`src/verilog/rtr_pkg.sv`:
```
// Router sizes and types
`default_nettype none

package rtr_pkg;

   // --------------------------------------------------
   // mesh geometry
   // --------------------------------------------------

   // 4x4 mesh, two dimensions
   localparam int num_dimensions = 2;
   localparam int num_routers_per_dim = 4;

   // address bits for one dimension
   localparam int dim_addr_width = $clog2(num_routers_per_dim);

   // x in the low bits, y in the high bits
   localparam int router_addr_width = num_dimensions * dim_addr_width;

   // --------------------------------------------------
   // ports
   // --------------------------------------------------

   // two neighbors per dimension plus the local node
   localparam int num_ports = 2 * num_dimensions + 1;

   localparam int port_xm = 0;
   localparam int port_xp = 1;
   localparam int port_ym = 2;
   localparam int port_yp = 3;
   localparam int port_local = 4;

   // --------------------------------------------------
   // flits and buffering
   // --------------------------------------------------

   localparam int flit_data_width = 32;

   // input fifo depth, also the credit count after reset
   localparam int buffer_size = 8;

   // holds 0 up to buffer_size
   localparam int credit_width = $clog2(buffer_size + 1);

   typedef logic [router_addr_width-1:0] router_addr_t;
   typedef logic [flit_data_width-1:0] flit_data_t;
   typedef logic [$clog2(num_ports)-1:0] port_idx_t;
   typedef logic [num_ports-1:0] port_vec_t;
   typedef logic [credit_width-1:0] credit_cnt_t;

   // whether an input is between head and tail
   typedef enum logic
   {
      pkt_idle = 1'b0,
      pkt_body = 1'b1
   } pkt_state_e;

endpackage

`default_nettype wire

```
`src/verilog/rtr_err_rpt.sv`:
```
// Router error reporting
`default_nettype none

module rtr_err_rpt
(
   input  wire logic                            clk,
   input  wire logic                            arst_n,
   input  wire logic [3*rtr_pkg::num_ports-1:0] errors_in,
   output logic                                 error
);

   // one sticky bit per source
   logic [3*rtr_pkg::num_ports-1:0] errors_q;

   always_ff @(posedge clk or negedge arst_n)
   begin
      if (!arst_n)
         errors_q <= '0;
      else
         errors_q <= errors_q | errors_in;
   end

   // any captured error raises the flag until reset
   assign error = |errors_q;

endmodule

`default_nettype wire

```
`src/verilog/rtr_ip_ctrl.sv`:
```
// Router input controller
`default_nettype none

module rtr_ip_ctrl
(
   input  wire logic                 clk,
   input  wire logic                 arst_n,
   input  wire rtr_pkg::router_addr_t router_address,
   input  wire logic                 flit_valid,
   input  wire logic                 flit_head,
   input  wire logic                 flit_tail,
   input  wire rtr_pkg::flit_data_t  flit_data,
   input  wire logic                 pop,
   output logic                      req,
   output rtr_pkg::port_vec_t        route,
   output logic                      head_out,
   output logic                      tail_out,
   output rtr_pkg::flit_data_t       data_out,
   output logic                      credit_out,
   output logic                      err_overflow,
   output logic                      err_framing
);

   localparam int ptr_width = $clog2(rtr_pkg::buffer_size);

   // fifo storage, one entry per flit
   rtr_pkg::flit_data_t mem_data [rtr_pkg::buffer_size];
   logic                mem_head [rtr_pkg::buffer_size];
   logic                mem_tail [rtr_pkg::buffer_size];

   logic [ptr_width-1:0] wr_ptr;
   logic [ptr_width-1:0] rd_ptr;
   rtr_pkg::credit_cnt_t count;
   logic                 full;
   logic                 empty;
   logic                 push;
   logic                 do_pop;

   rtr_pkg::pkt_state_e  pkt_state;
   rtr_pkg::port_vec_t   route_head;
   rtr_pkg::port_vec_t   route_q;

   assign full = (count == rtr_pkg::credit_cnt_t'(rtr_pkg::buffer_size));
   assign empty = (count == '0);

   // a flit into a full fifo is dropped and flagged
   assign push = flit_valid & ~full;
   assign do_pop = pop & ~empty;
   assign err_overflow = flit_valid & full;

   // head arriving mid-packet, or body/tail with no packet open
   assign err_framing = flit_valid &
                        ((flit_head & (pkt_state == rtr_pkg::pkt_body)) |
                         (~flit_head & (pkt_state == rtr_pkg::pkt_idle)));

   // --------------------------------------------------
   // flit fifo
   // --------------------------------------------------

   always_ff @(posedge clk)
   begin
      if (push)
      begin
         mem_data[wr_ptr] <= flit_data;
         mem_head[wr_ptr] <= flit_head;
         mem_tail[wr_ptr] <= flit_tail;
      end
   end

   always_ff @(posedge clk or negedge arst_n)
   begin
      if (!arst_n)
      begin
         wr_ptr <= '0;
         rd_ptr <= '0;
         count <= '0;
         pkt_state <= rtr_pkg::pkt_idle;
         route_q <= '0;
         credit_out <= 1'b0;
      end
      else
      begin
         if (push)
            wr_ptr <= wr_ptr + 1'b1;
         if (do_pop)
            rd_ptr <= rd_ptr + 1'b1;
         count <= count + rtr_pkg::credit_cnt_t'(push) - rtr_pkg::credit_cnt_t'(do_pop);
         // framing follows the arriving flits
         if (flit_valid)
         begin
            if (flit_tail)
               pkt_state <= rtr_pkg::pkt_idle;
            else if (flit_head)
               pkt_state <= rtr_pkg::pkt_body;
         end
         // body flits reuse the route of their head
         if (do_pop && head_out)
            route_q <= route_head;
         // one credit back upstream per drained flit
         credit_out <= do_pop;
      end
   end

   assign req = ~empty;
   assign head_out = mem_head[rd_ptr];
   assign tail_out = mem_tail[rd_ptr];
   assign data_out = mem_data[rd_ptr];

   // --------------------------------------------------
   // dimension-order routing, x first then y
   // --------------------------------------------------

   always_comb
   begin
      logic [rtr_pkg::dim_addr_width-1:0] dst_x;
      logic [rtr_pkg::dim_addr_width-1:0] dst_y;
      logic [rtr_pkg::dim_addr_width-1:0] own_x;
      logic [rtr_pkg::dim_addr_width-1:0] own_y;
      dst_x = data_out[rtr_pkg::dim_addr_width-1:0];
      dst_y = data_out[rtr_pkg::router_addr_width-1:rtr_pkg::dim_addr_width];
      own_x = router_address[rtr_pkg::dim_addr_width-1:0];
      own_y = router_address[rtr_pkg::router_addr_width-1:rtr_pkg::dim_addr_width];
      route_head = '0;
      if (dst_x < own_x)
         route_head[rtr_pkg::port_xm] = 1'b1;
      else if (dst_x > own_x)
         route_head[rtr_pkg::port_xp] = 1'b1;
      else if (dst_y < own_y)
         route_head[rtr_pkg::port_ym] = 1'b1;
      else if (dst_y > own_y)
         route_head[rtr_pkg::port_yp] = 1'b1;
      else
         route_head[rtr_pkg::port_local] = 1'b1;
   end

   assign route = head_out ? route_head : route_q;

endmodule

`default_nettype wire

```
`src/verilog/rtr_op_ctrl.sv`:
```
// Router output controller
`default_nettype none

module rtr_op_ctrl
(
   input  wire logic                                          clk,
   input  wire logic                                          arst_n,
   input  wire logic                                          grant_valid,
   input  wire rtr_pkg::port_idx_t                            grant_ip,
   input  wire rtr_pkg::port_vec_t                            head_in,
   input  wire rtr_pkg::port_vec_t                            tail_in,
   input  wire rtr_pkg::flit_data_t [rtr_pkg::num_ports-1:0]  data_in,
   input  wire logic                                          flow_ctrl,
   output logic                                               channel_valid,
   output logic                                               channel_head,
   output logic                                               channel_tail,
   output rtr_pkg::flit_data_t                                channel_data,
   output logic                                               credit_avail,
   output logic                                               err_credit
);

   rtr_pkg::credit_cnt_t credit_q;
   rtr_pkg::credit_cnt_t credit_next;
   logic                 credit_full;

   // --------------------------------------------------
   // crossbar column and channel register
   // --------------------------------------------------

   // payload register, qualified by channel_valid
   always_ff @(posedge clk)
   begin
      if (grant_valid)
         channel_data <= data_in[grant_ip];
   end

   always_ff @(posedge clk or negedge arst_n)
   begin
      if (!arst_n)
      begin
         channel_valid <= 1'b0;
         channel_head <= 1'b0;
         channel_tail <= 1'b0;
      end
      else
      begin
         channel_valid <= grant_valid;
         // framing bits only mean something with valid
         channel_head <= grant_valid & head_in[grant_ip];
         channel_tail <= grant_valid & tail_in[grant_ip];
      end
   end

   // --------------------------------------------------
   // downstream credit tracking
   // --------------------------------------------------

   assign credit_full = (credit_q == rtr_pkg::credit_cnt_t'(rtr_pkg::buffer_size));

   // a credit with a full count means downstream returned too many
   assign err_credit = flow_ctrl & credit_full;

   always_comb
   begin
      credit_next = credit_q;
      // ignore the extra credit so the count stays in range
      if (flow_ctrl && !credit_full)
         credit_next = credit_next + 1'b1;
      if (grant_valid)
         credit_next = credit_next - 1'b1;
   end

   always_ff @(posedge clk or negedge arst_n)
   begin
      if (!arst_n)
         credit_q <= rtr_pkg::credit_cnt_t'(rtr_pkg::buffer_size);
      else
         credit_q <= credit_next;
   end

   assign credit_avail = (credit_q != '0);

endmodule

`default_nettype wire

```
`src/verilog/rtr_sw_alloc.sv`:
```
// Router switch allocator
`default_nettype none

module rtr_sw_alloc
(
   input  wire logic                                          clk,
   input  wire logic                                          arst_n,
   input  wire rtr_pkg::port_vec_t                            req,
   input  wire rtr_pkg::port_vec_t                            tail,
   input  wire rtr_pkg::port_vec_t [rtr_pkg::num_ports-1:0]   route,
   input  wire rtr_pkg::port_vec_t                            credit_avail,
   output rtr_pkg::port_vec_t                                 pop,
   output rtr_pkg::port_vec_t                                 grant_valid,
   output rtr_pkg::port_idx_t [rtr_pkg::num_ports-1:0]        grant_ip
);

   // per output: round robin pointer and packet lock
   rtr_pkg::port_idx_t [rtr_pkg::num_ports-1:0] rr_ptr;
   rtr_pkg::port_idx_t [rtr_pkg::num_ports-1:0] lock_ip;
   rtr_pkg::port_vec_t                          lock_busy;

   // --------------------------------------------------
   // output-side arbitration
   // --------------------------------------------------

   always_comb
   begin
      int   cand;
      logic hit;
      for (int o = 0; o < rtr_pkg::num_ports; o++)
      begin
         cand = 0;
         hit = 1'b0;
         grant_ip[o] = lock_ip[o];
         if (lock_busy[o])
         begin
            // mid-packet: only the owner may send, and only with credit
            hit = req[lock_ip[o]] & route[lock_ip[o]][o] & credit_avail[o];
         end
         else if (credit_avail[o])
         begin
            // search starts one past the last winner
            for (int k = 1; k <= rtr_pkg::num_ports; k++)
            begin
               cand = (int'(rr_ptr[o]) + k) % rtr_pkg::num_ports;
               if (!hit && req[cand] && route[cand][o])
               begin
                  hit = 1'b1;
                  grant_ip[o] = rtr_pkg::port_idx_t'(cand);
               end
            end
         end
         grant_valid[o] = hit;
      end
   end

   // each input routes to one output, so grants never collide on an input
   always_comb
   begin
      pop = '0;
      for (int o = 0; o < rtr_pkg::num_ports; o++)
      begin
         if (grant_valid[o])
            pop[grant_ip[o]] = 1'b1;
      end
   end

   // --------------------------------------------------
   // lock and pointer state
   // --------------------------------------------------

   always_ff @(posedge clk or negedge arst_n)
   begin
      if (!arst_n)
      begin
         // first search after reset starts at port 0
         rr_ptr <= {rtr_pkg::num_ports{rtr_pkg::port_idx_t'(rtr_pkg::num_ports - 1)}};
         lock_ip <= '0;
         lock_busy <= '0;
      end
      else
      begin
         for (int o = 0; o < rtr_pkg::num_ports; o++)
         begin
            if (grant_valid[o])
            begin
               rr_ptr[o] <= grant_ip[o];
               lock_ip[o] <= grant_ip[o];
               // tail frees the output for the next packet
               lock_busy[o] <= ~tail[grant_ip[o]];
            end
         end
      end
   end

endmodule

`default_nettype wire

```
`src/verilog/rtr_top.sv`:
```
// Mesh router top level
`default_nettype none

module rtr_top
(
   input  wire logic                                          clk,
   input  wire logic                                          arst_n,
   input  wire rtr_pkg::router_addr_t                         router_address,
   input  wire rtr_pkg::port_vec_t                            channel_valid_in,
   input  wire rtr_pkg::port_vec_t                            channel_head_in,
   input  wire rtr_pkg::port_vec_t                            channel_tail_in,
   input  wire rtr_pkg::flit_data_t [rtr_pkg::num_ports-1:0]  channel_data_in,
   output rtr_pkg::port_vec_t                                 flow_ctrl_out,
   output rtr_pkg::port_vec_t                                 channel_valid_out,
   output rtr_pkg::port_vec_t                                 channel_head_out,
   output rtr_pkg::port_vec_t                                 channel_tail_out,
   output rtr_pkg::flit_data_t [rtr_pkg::num_ports-1:0]       channel_data_out,
   input  wire rtr_pkg::port_vec_t                            flow_ctrl_in,
   output logic                                               error
);

   // input side to allocator and crossbar
   rtr_pkg::port_vec_t                          ipc_req;
   rtr_pkg::port_vec_t [rtr_pkg::num_ports-1:0] ipc_route;
   rtr_pkg::port_vec_t                          ipc_head;
   rtr_pkg::port_vec_t                          ipc_tail;
   rtr_pkg::flit_data_t [rtr_pkg::num_ports-1:0] ipc_data;
   rtr_pkg::port_vec_t                          ipc_err_overflow;
   rtr_pkg::port_vec_t                          ipc_err_framing;

   // allocator decisions
   rtr_pkg::port_vec_t                          alo_pop;
   rtr_pkg::port_vec_t                          alo_grant_valid;
   rtr_pkg::port_idx_t [rtr_pkg::num_ports-1:0] alo_grant_ip;

   // output side status
   rtr_pkg::port_vec_t                          opc_credit_avail;
   rtr_pkg::port_vec_t                          opc_err_credit;

   // --------------------------------------------------
   // input controllers
   // --------------------------------------------------

   for (genvar ip = 0; ip < rtr_pkg::num_ports; ip++)
   begin : g_ip
      rtr_ip_ctrl u_ipc
      (
         .clk            (clk),
         .arst_n         (arst_n),
         .router_address (router_address),
         .flit_valid     (channel_valid_in[ip]),
         .flit_head      (channel_head_in[ip]),
         .flit_tail      (channel_tail_in[ip]),
         .flit_data      (channel_data_in[ip]),
         .pop            (alo_pop[ip]),
         .req            (ipc_req[ip]),
         .route          (ipc_route[ip]),
         .head_out       (ipc_head[ip]),
         .tail_out       (ipc_tail[ip]),
         .data_out       (ipc_data[ip]),
         .credit_out     (flow_ctrl_out[ip]),
         .err_overflow   (ipc_err_overflow[ip]),
         .err_framing    (ipc_err_framing[ip])
      );
   end

   // --------------------------------------------------
   // switch allocation
   // --------------------------------------------------

   rtr_sw_alloc u_alo
   (
      .clk          (clk),
      .arst_n       (arst_n),
      .req          (ipc_req),
      .tail         (ipc_tail),
      .route        (ipc_route),
      .credit_avail (opc_credit_avail),
      .pop          (alo_pop),
      .grant_valid  (alo_grant_valid),
      .grant_ip     (alo_grant_ip)
   );

   // --------------------------------------------------
   // output controllers, each holds one crossbar column
   // --------------------------------------------------

   for (genvar op = 0; op < rtr_pkg::num_ports; op++)
   begin : g_op
      rtr_op_ctrl u_opc
      (
         .clk           (clk),
         .arst_n        (arst_n),
         .grant_valid   (alo_grant_valid[op]),
         .grant_ip      (alo_grant_ip[op]),
         .head_in       (ipc_head),
         .tail_in       (ipc_tail),
         .data_in       (ipc_data),
         .flow_ctrl     (flow_ctrl_in[op]),
         .channel_valid (channel_valid_out[op]),
         .channel_head  (channel_head_out[op]),
         .channel_tail  (channel_tail_out[op]),
         .channel_data  (channel_data_out[op]),
         .credit_avail  (opc_credit_avail[op]),
         .err_credit    (opc_err_credit[op])
      );
   end

   // credit errors high, framing middle, overflow low
   rtr_err_rpt u_err
   (
      .clk       (clk),
      .arst_n    (arst_n),
      .errors_in ({opc_err_credit, ipc_err_framing, ipc_err_overflow}),
      .error     (error)
   );

endmodule

`default_nettype wire
```
`config.mk`:
```
export PLATFORM = sky130hd
export DESIGN_NAME = rtr_top
export DESIGN_NICKNAME = d
export VERILOG_FILES = /design/src/verilog/rtr_pkg.sv /design/src/verilog/rtr_err_rpt.sv /design/src/verilog/rtr_ip_ctrl.sv /design/src/verilog/rtr_op_ctrl.sv /design/src/verilog/rtr_sw_alloc.sv /design/src/verilog/rtr_top.sv
export SDC_FILE = /design/constraint.sdc
export NUM_CORES = 2
export LEC_CHECK = 0
export ABC_AREA = 1
export BUFFER_PORTS_ARGS = -buffer_cell sky130_fd_sc_hd__buf_4
export CORE_UTILIZATION = 30
export CTS_BUF_LIST = sky130_fd_sc_hd__clkbuf_4
export DETAILED_ROUTE_END_ITERATION = 16
export SLEW_MARGIN = 20
export SYNTH_ARGS = -nofsm -noshare
export SYNTH_HDL_FRONTEND = slang
export SYNTH_SLANG_ARGS = --single-unit
```
`constraint.sdc`:
```
create_clock -name clk -period 7.6 [get_ports clk]
set_clock_uncertainty 0.1 [all_clocks]
set_input_delay 0.76 -clock clk [delete_from_list [all_inputs] [get_ports clk]]
set_output_delay 0.76 -clock clk [all_outputs]
set_load 0.005 [all_outputs]
```
==> results_dict.tcl <==
set metrics [dict create \
    status "complete, no violations" \
    layout-drive-gt1-share_pct 16.7 \
    synth_area_mm2 0.0806 \
    synth.top_cell.area_share_pct 56.6 \
    layout.nets 8956 \
    tightest_slew_ps 1220 \
    hold_viol 0 \
    portBuffers 366 \
    clk_latency_ps 1310 \
    drt_iter0_markers 6657 \
    synthFlopType "edfxtp_1" \
    track_usage_pct 20.8 \
    seq_area_frac_synth_pct 61.6 \
    async_reset_ff_share_pct 9.52 \
    cp_slowest_cell "dfrtp_4" \
    hold_class "input port to flop" \
    cts.clk_slew.worst_paths_ps 70 \
    slowest_delay_ps 690 \
    synth.distinct_cells 62 \
    wl_per_cell_um 23.4 \
    vias_per_cell 5.19 \
    rsz0062_at_grt "false" \
    netlist_instances 7811 \
    cp.buffers_inverters 7 \
    die-area_mm2 0.271 \
    htree_num_levels 5 \
    fp.coreArea_mm2 0.266 \
    register_area_mm2 0.0497 \
    power-per-cell-area_mw_per_mm2 479 \
    yosys_register_bits 1680 \
    critPathCaptureType "flop" \
    multi_input_area_mm2 0.0275 \
    drv_slew 0 \
    setup_viol_count_final 0 \
    drtPass1Iterations 6 \
    avgSynthCellArea_um2 10.3 \
    ys_top_cells_by_count "1627 x nand2_1, 1520 x edfxtp_1, 792 x nor2_1" \
    dp_hpwl_um 196000 \
    die_w_um 520 \
    relSlewSlack_pct 18.0 \
    root_buffer "clkbuf_4" \
    initial_core_util_pct 30.3 \
    drc 0 \
    synth_edf_count 1520 \
    peakVddDrop_mv 0.558 \
    numCtsBuffers 427 \
    crit_top_cell "nand2_1" \
    wl_um 291000 \
    power.leakage_uw 0.0368 \
    tns_ps 0 \
    die_h_um 520 \
    grt_pass1_wl_um 416000 \
    max_freq_ghz 0.143 \
    yosys.area.top_type "edfxtp_1" \
    synth.most_common_cell "nand2_1" \
    worstPathRequired_ps 8580 \
    startpoint_type "flop" \
    place_congestion 0.939 \
    finalCritPeriodShare_pct 91.9 \
    syn2layout_area_growth_pct 17.8 \
    cp_max_fo 63 \
    synth_area_leaders "edfxtp_1 57%, nand2_1 7.6%, o21ai_0 4.9%" \
    min_period_ps 6990 \
    clock-sinks 1680 \
    via_count 64500 \
    antenna_found_initial 68 \
    worst-setup-path-type "flop to flop" \
    grt_pass1_vias 61300 \
    cp.arrival_ps 7960 \
    grt_max_degree 135 \
    postPlaceCellArea_mm2 0.0877 \
    cap_violations 0 \
    ant_nets 0 \
    path_delay_family "simple AND/OR/NAND/NOR gates" \
    fin_area_mm2 0.0949 \
    cts_tree "yes" \
    syn_nets 8205 \
    grt-ovfl-total 0 \
    fillerInstances 26300 \
    ys.warnings.count 0 \
    cts_resized 0 \
    cts_buffer_depth 4 \
    std_cell_rows 189 \
    pin_count 367 \
]
-- area by class of cell --
type | count | share of cell area, %
Antenna cell | 29 | 0.0764
Clock buffer | 601 | 4.75
Clock inverter | 136 | 0.774
Inverter | 497 | 1.98
Multi-Input combinational cell | 5207 | 28.9
Sequential cell | 1680 | 52.3
Tap cell | 3533 | 4.66
Timing Repair Buffer | 749 | 6.50
-- registers in the layout, indices dropped and copies added, names as in the netlist, 15 cells and up --
name                     flops
g_ip.u_ipc.count            20
g_ip.u_ipc.mem_data       1280
g_ip.u_ipc.mem_head         40
g_ip.u_ipc.mem_tail         40
g_ip.u_ipc.rd_ptr           15
g_ip.u_ipc.route_q          25
g_ip.u_ipc.wr_ptr           15
g_op.u_opc.channel_data    160
g_op.u_opc.credit_q         20
u_alo.lock_ip               15
u_err.errors_q              15
-- logic make-up (layout without fill, tap and decap cells) --
logic type      after synthesis  in the layout  share of synthesized area, %
simple gates               3215           3215                          17.1
compound gates             1700           1700                          12.3
other cells                   0             29                             0
xor+xnor                     80             80                         0.898
mux                           4              4                        0.0497
buf+inv                     924           1983                          4.72
fa+ha+maj                   208            208                          3.30
flops                      1680           1680                          61.6
-- through the flow --
step	setup WS (ps)	std cells	total power, µW	hold slack, ps	util, %
3_3_place_gp	884	11500	37000	347	33.0
6_report	613	12400	45500	193	35.7
2_1_floorplan	1730	7811	27800	333	-
5_1_grt	116	12400	48100	98.6	35.7
3_5_place_dp	760	11500	37500	354	33.0
4_1_cts	684	12400	45200	62.9	35.7
-- worst paths after layout --
kind / start / endpoint / slack, ps / cells after the start
setup / recovery: g_ip[2].u_ipc.rd_ptr[0] / g_ip[3].u_ipc.count[2] / 610 / 35
hold / removal: channel_data_in[61] / g_ip[1].u_ipc.mem_data[4][29] / 190 / 2
setup reg to reg: g_ip[2].u_ipc.rd_ptr[0] / g_ip[3].u_ipc.count[2] / 610 / 35
hold reg to reg: g_ip[1].u_ipc.route_q[2] / g_ip[1].u_ipc.route_q[2] / 370 / 2
max in group asynchronous: arst_n / g_ip[1].u_ipc.rd_ptr[0] / 5660 / 4
min in group asynchronous: arst_n / u_alo.rr_ptr[5] / 600 / 3
-- where the power goes --
part / switching, µW / internal [µW]
sequential: 935 / 12300
clock: 3740 / 3830
combinational: 18100 / 6610
-- cell usage in the layout (no fill, tap or decap), drive strengths merged, types with 29 or more instances in the layout --
cell type	n
edfxtp	1520
buf	564
ha	201
nand4	80
o21ai	920
a32o	36
diode	29
nor2	820
o22ai	205
nand2	1690
dfrtp	150
a31oi	36
nand3	552
xor2	69
o211ai	141
clkinv	128
inv	492
dlygate4sd3	185
o221ai	94
a21oi	229
nand3b	30
clkbuf	601
-- timing repair --
action	4_1_cts	5_1_grt
hold buffers	186	0
hold endpoints to repair	1541	0
setup endpoints to repair	0	0
setup buffers	0	0
-- routing by layer --
layer  up-vias  global-route usage [%]  part of all wire [%]
li1      29400                       -                     -
met1     31200                    25.0                    38
met2      3035                    32.9                    46
met3       768                    3.99                   7.6
met4        40                    16.2                   8.5
met5         -                       0                 0.083
(Power assumes the default switching activity.)
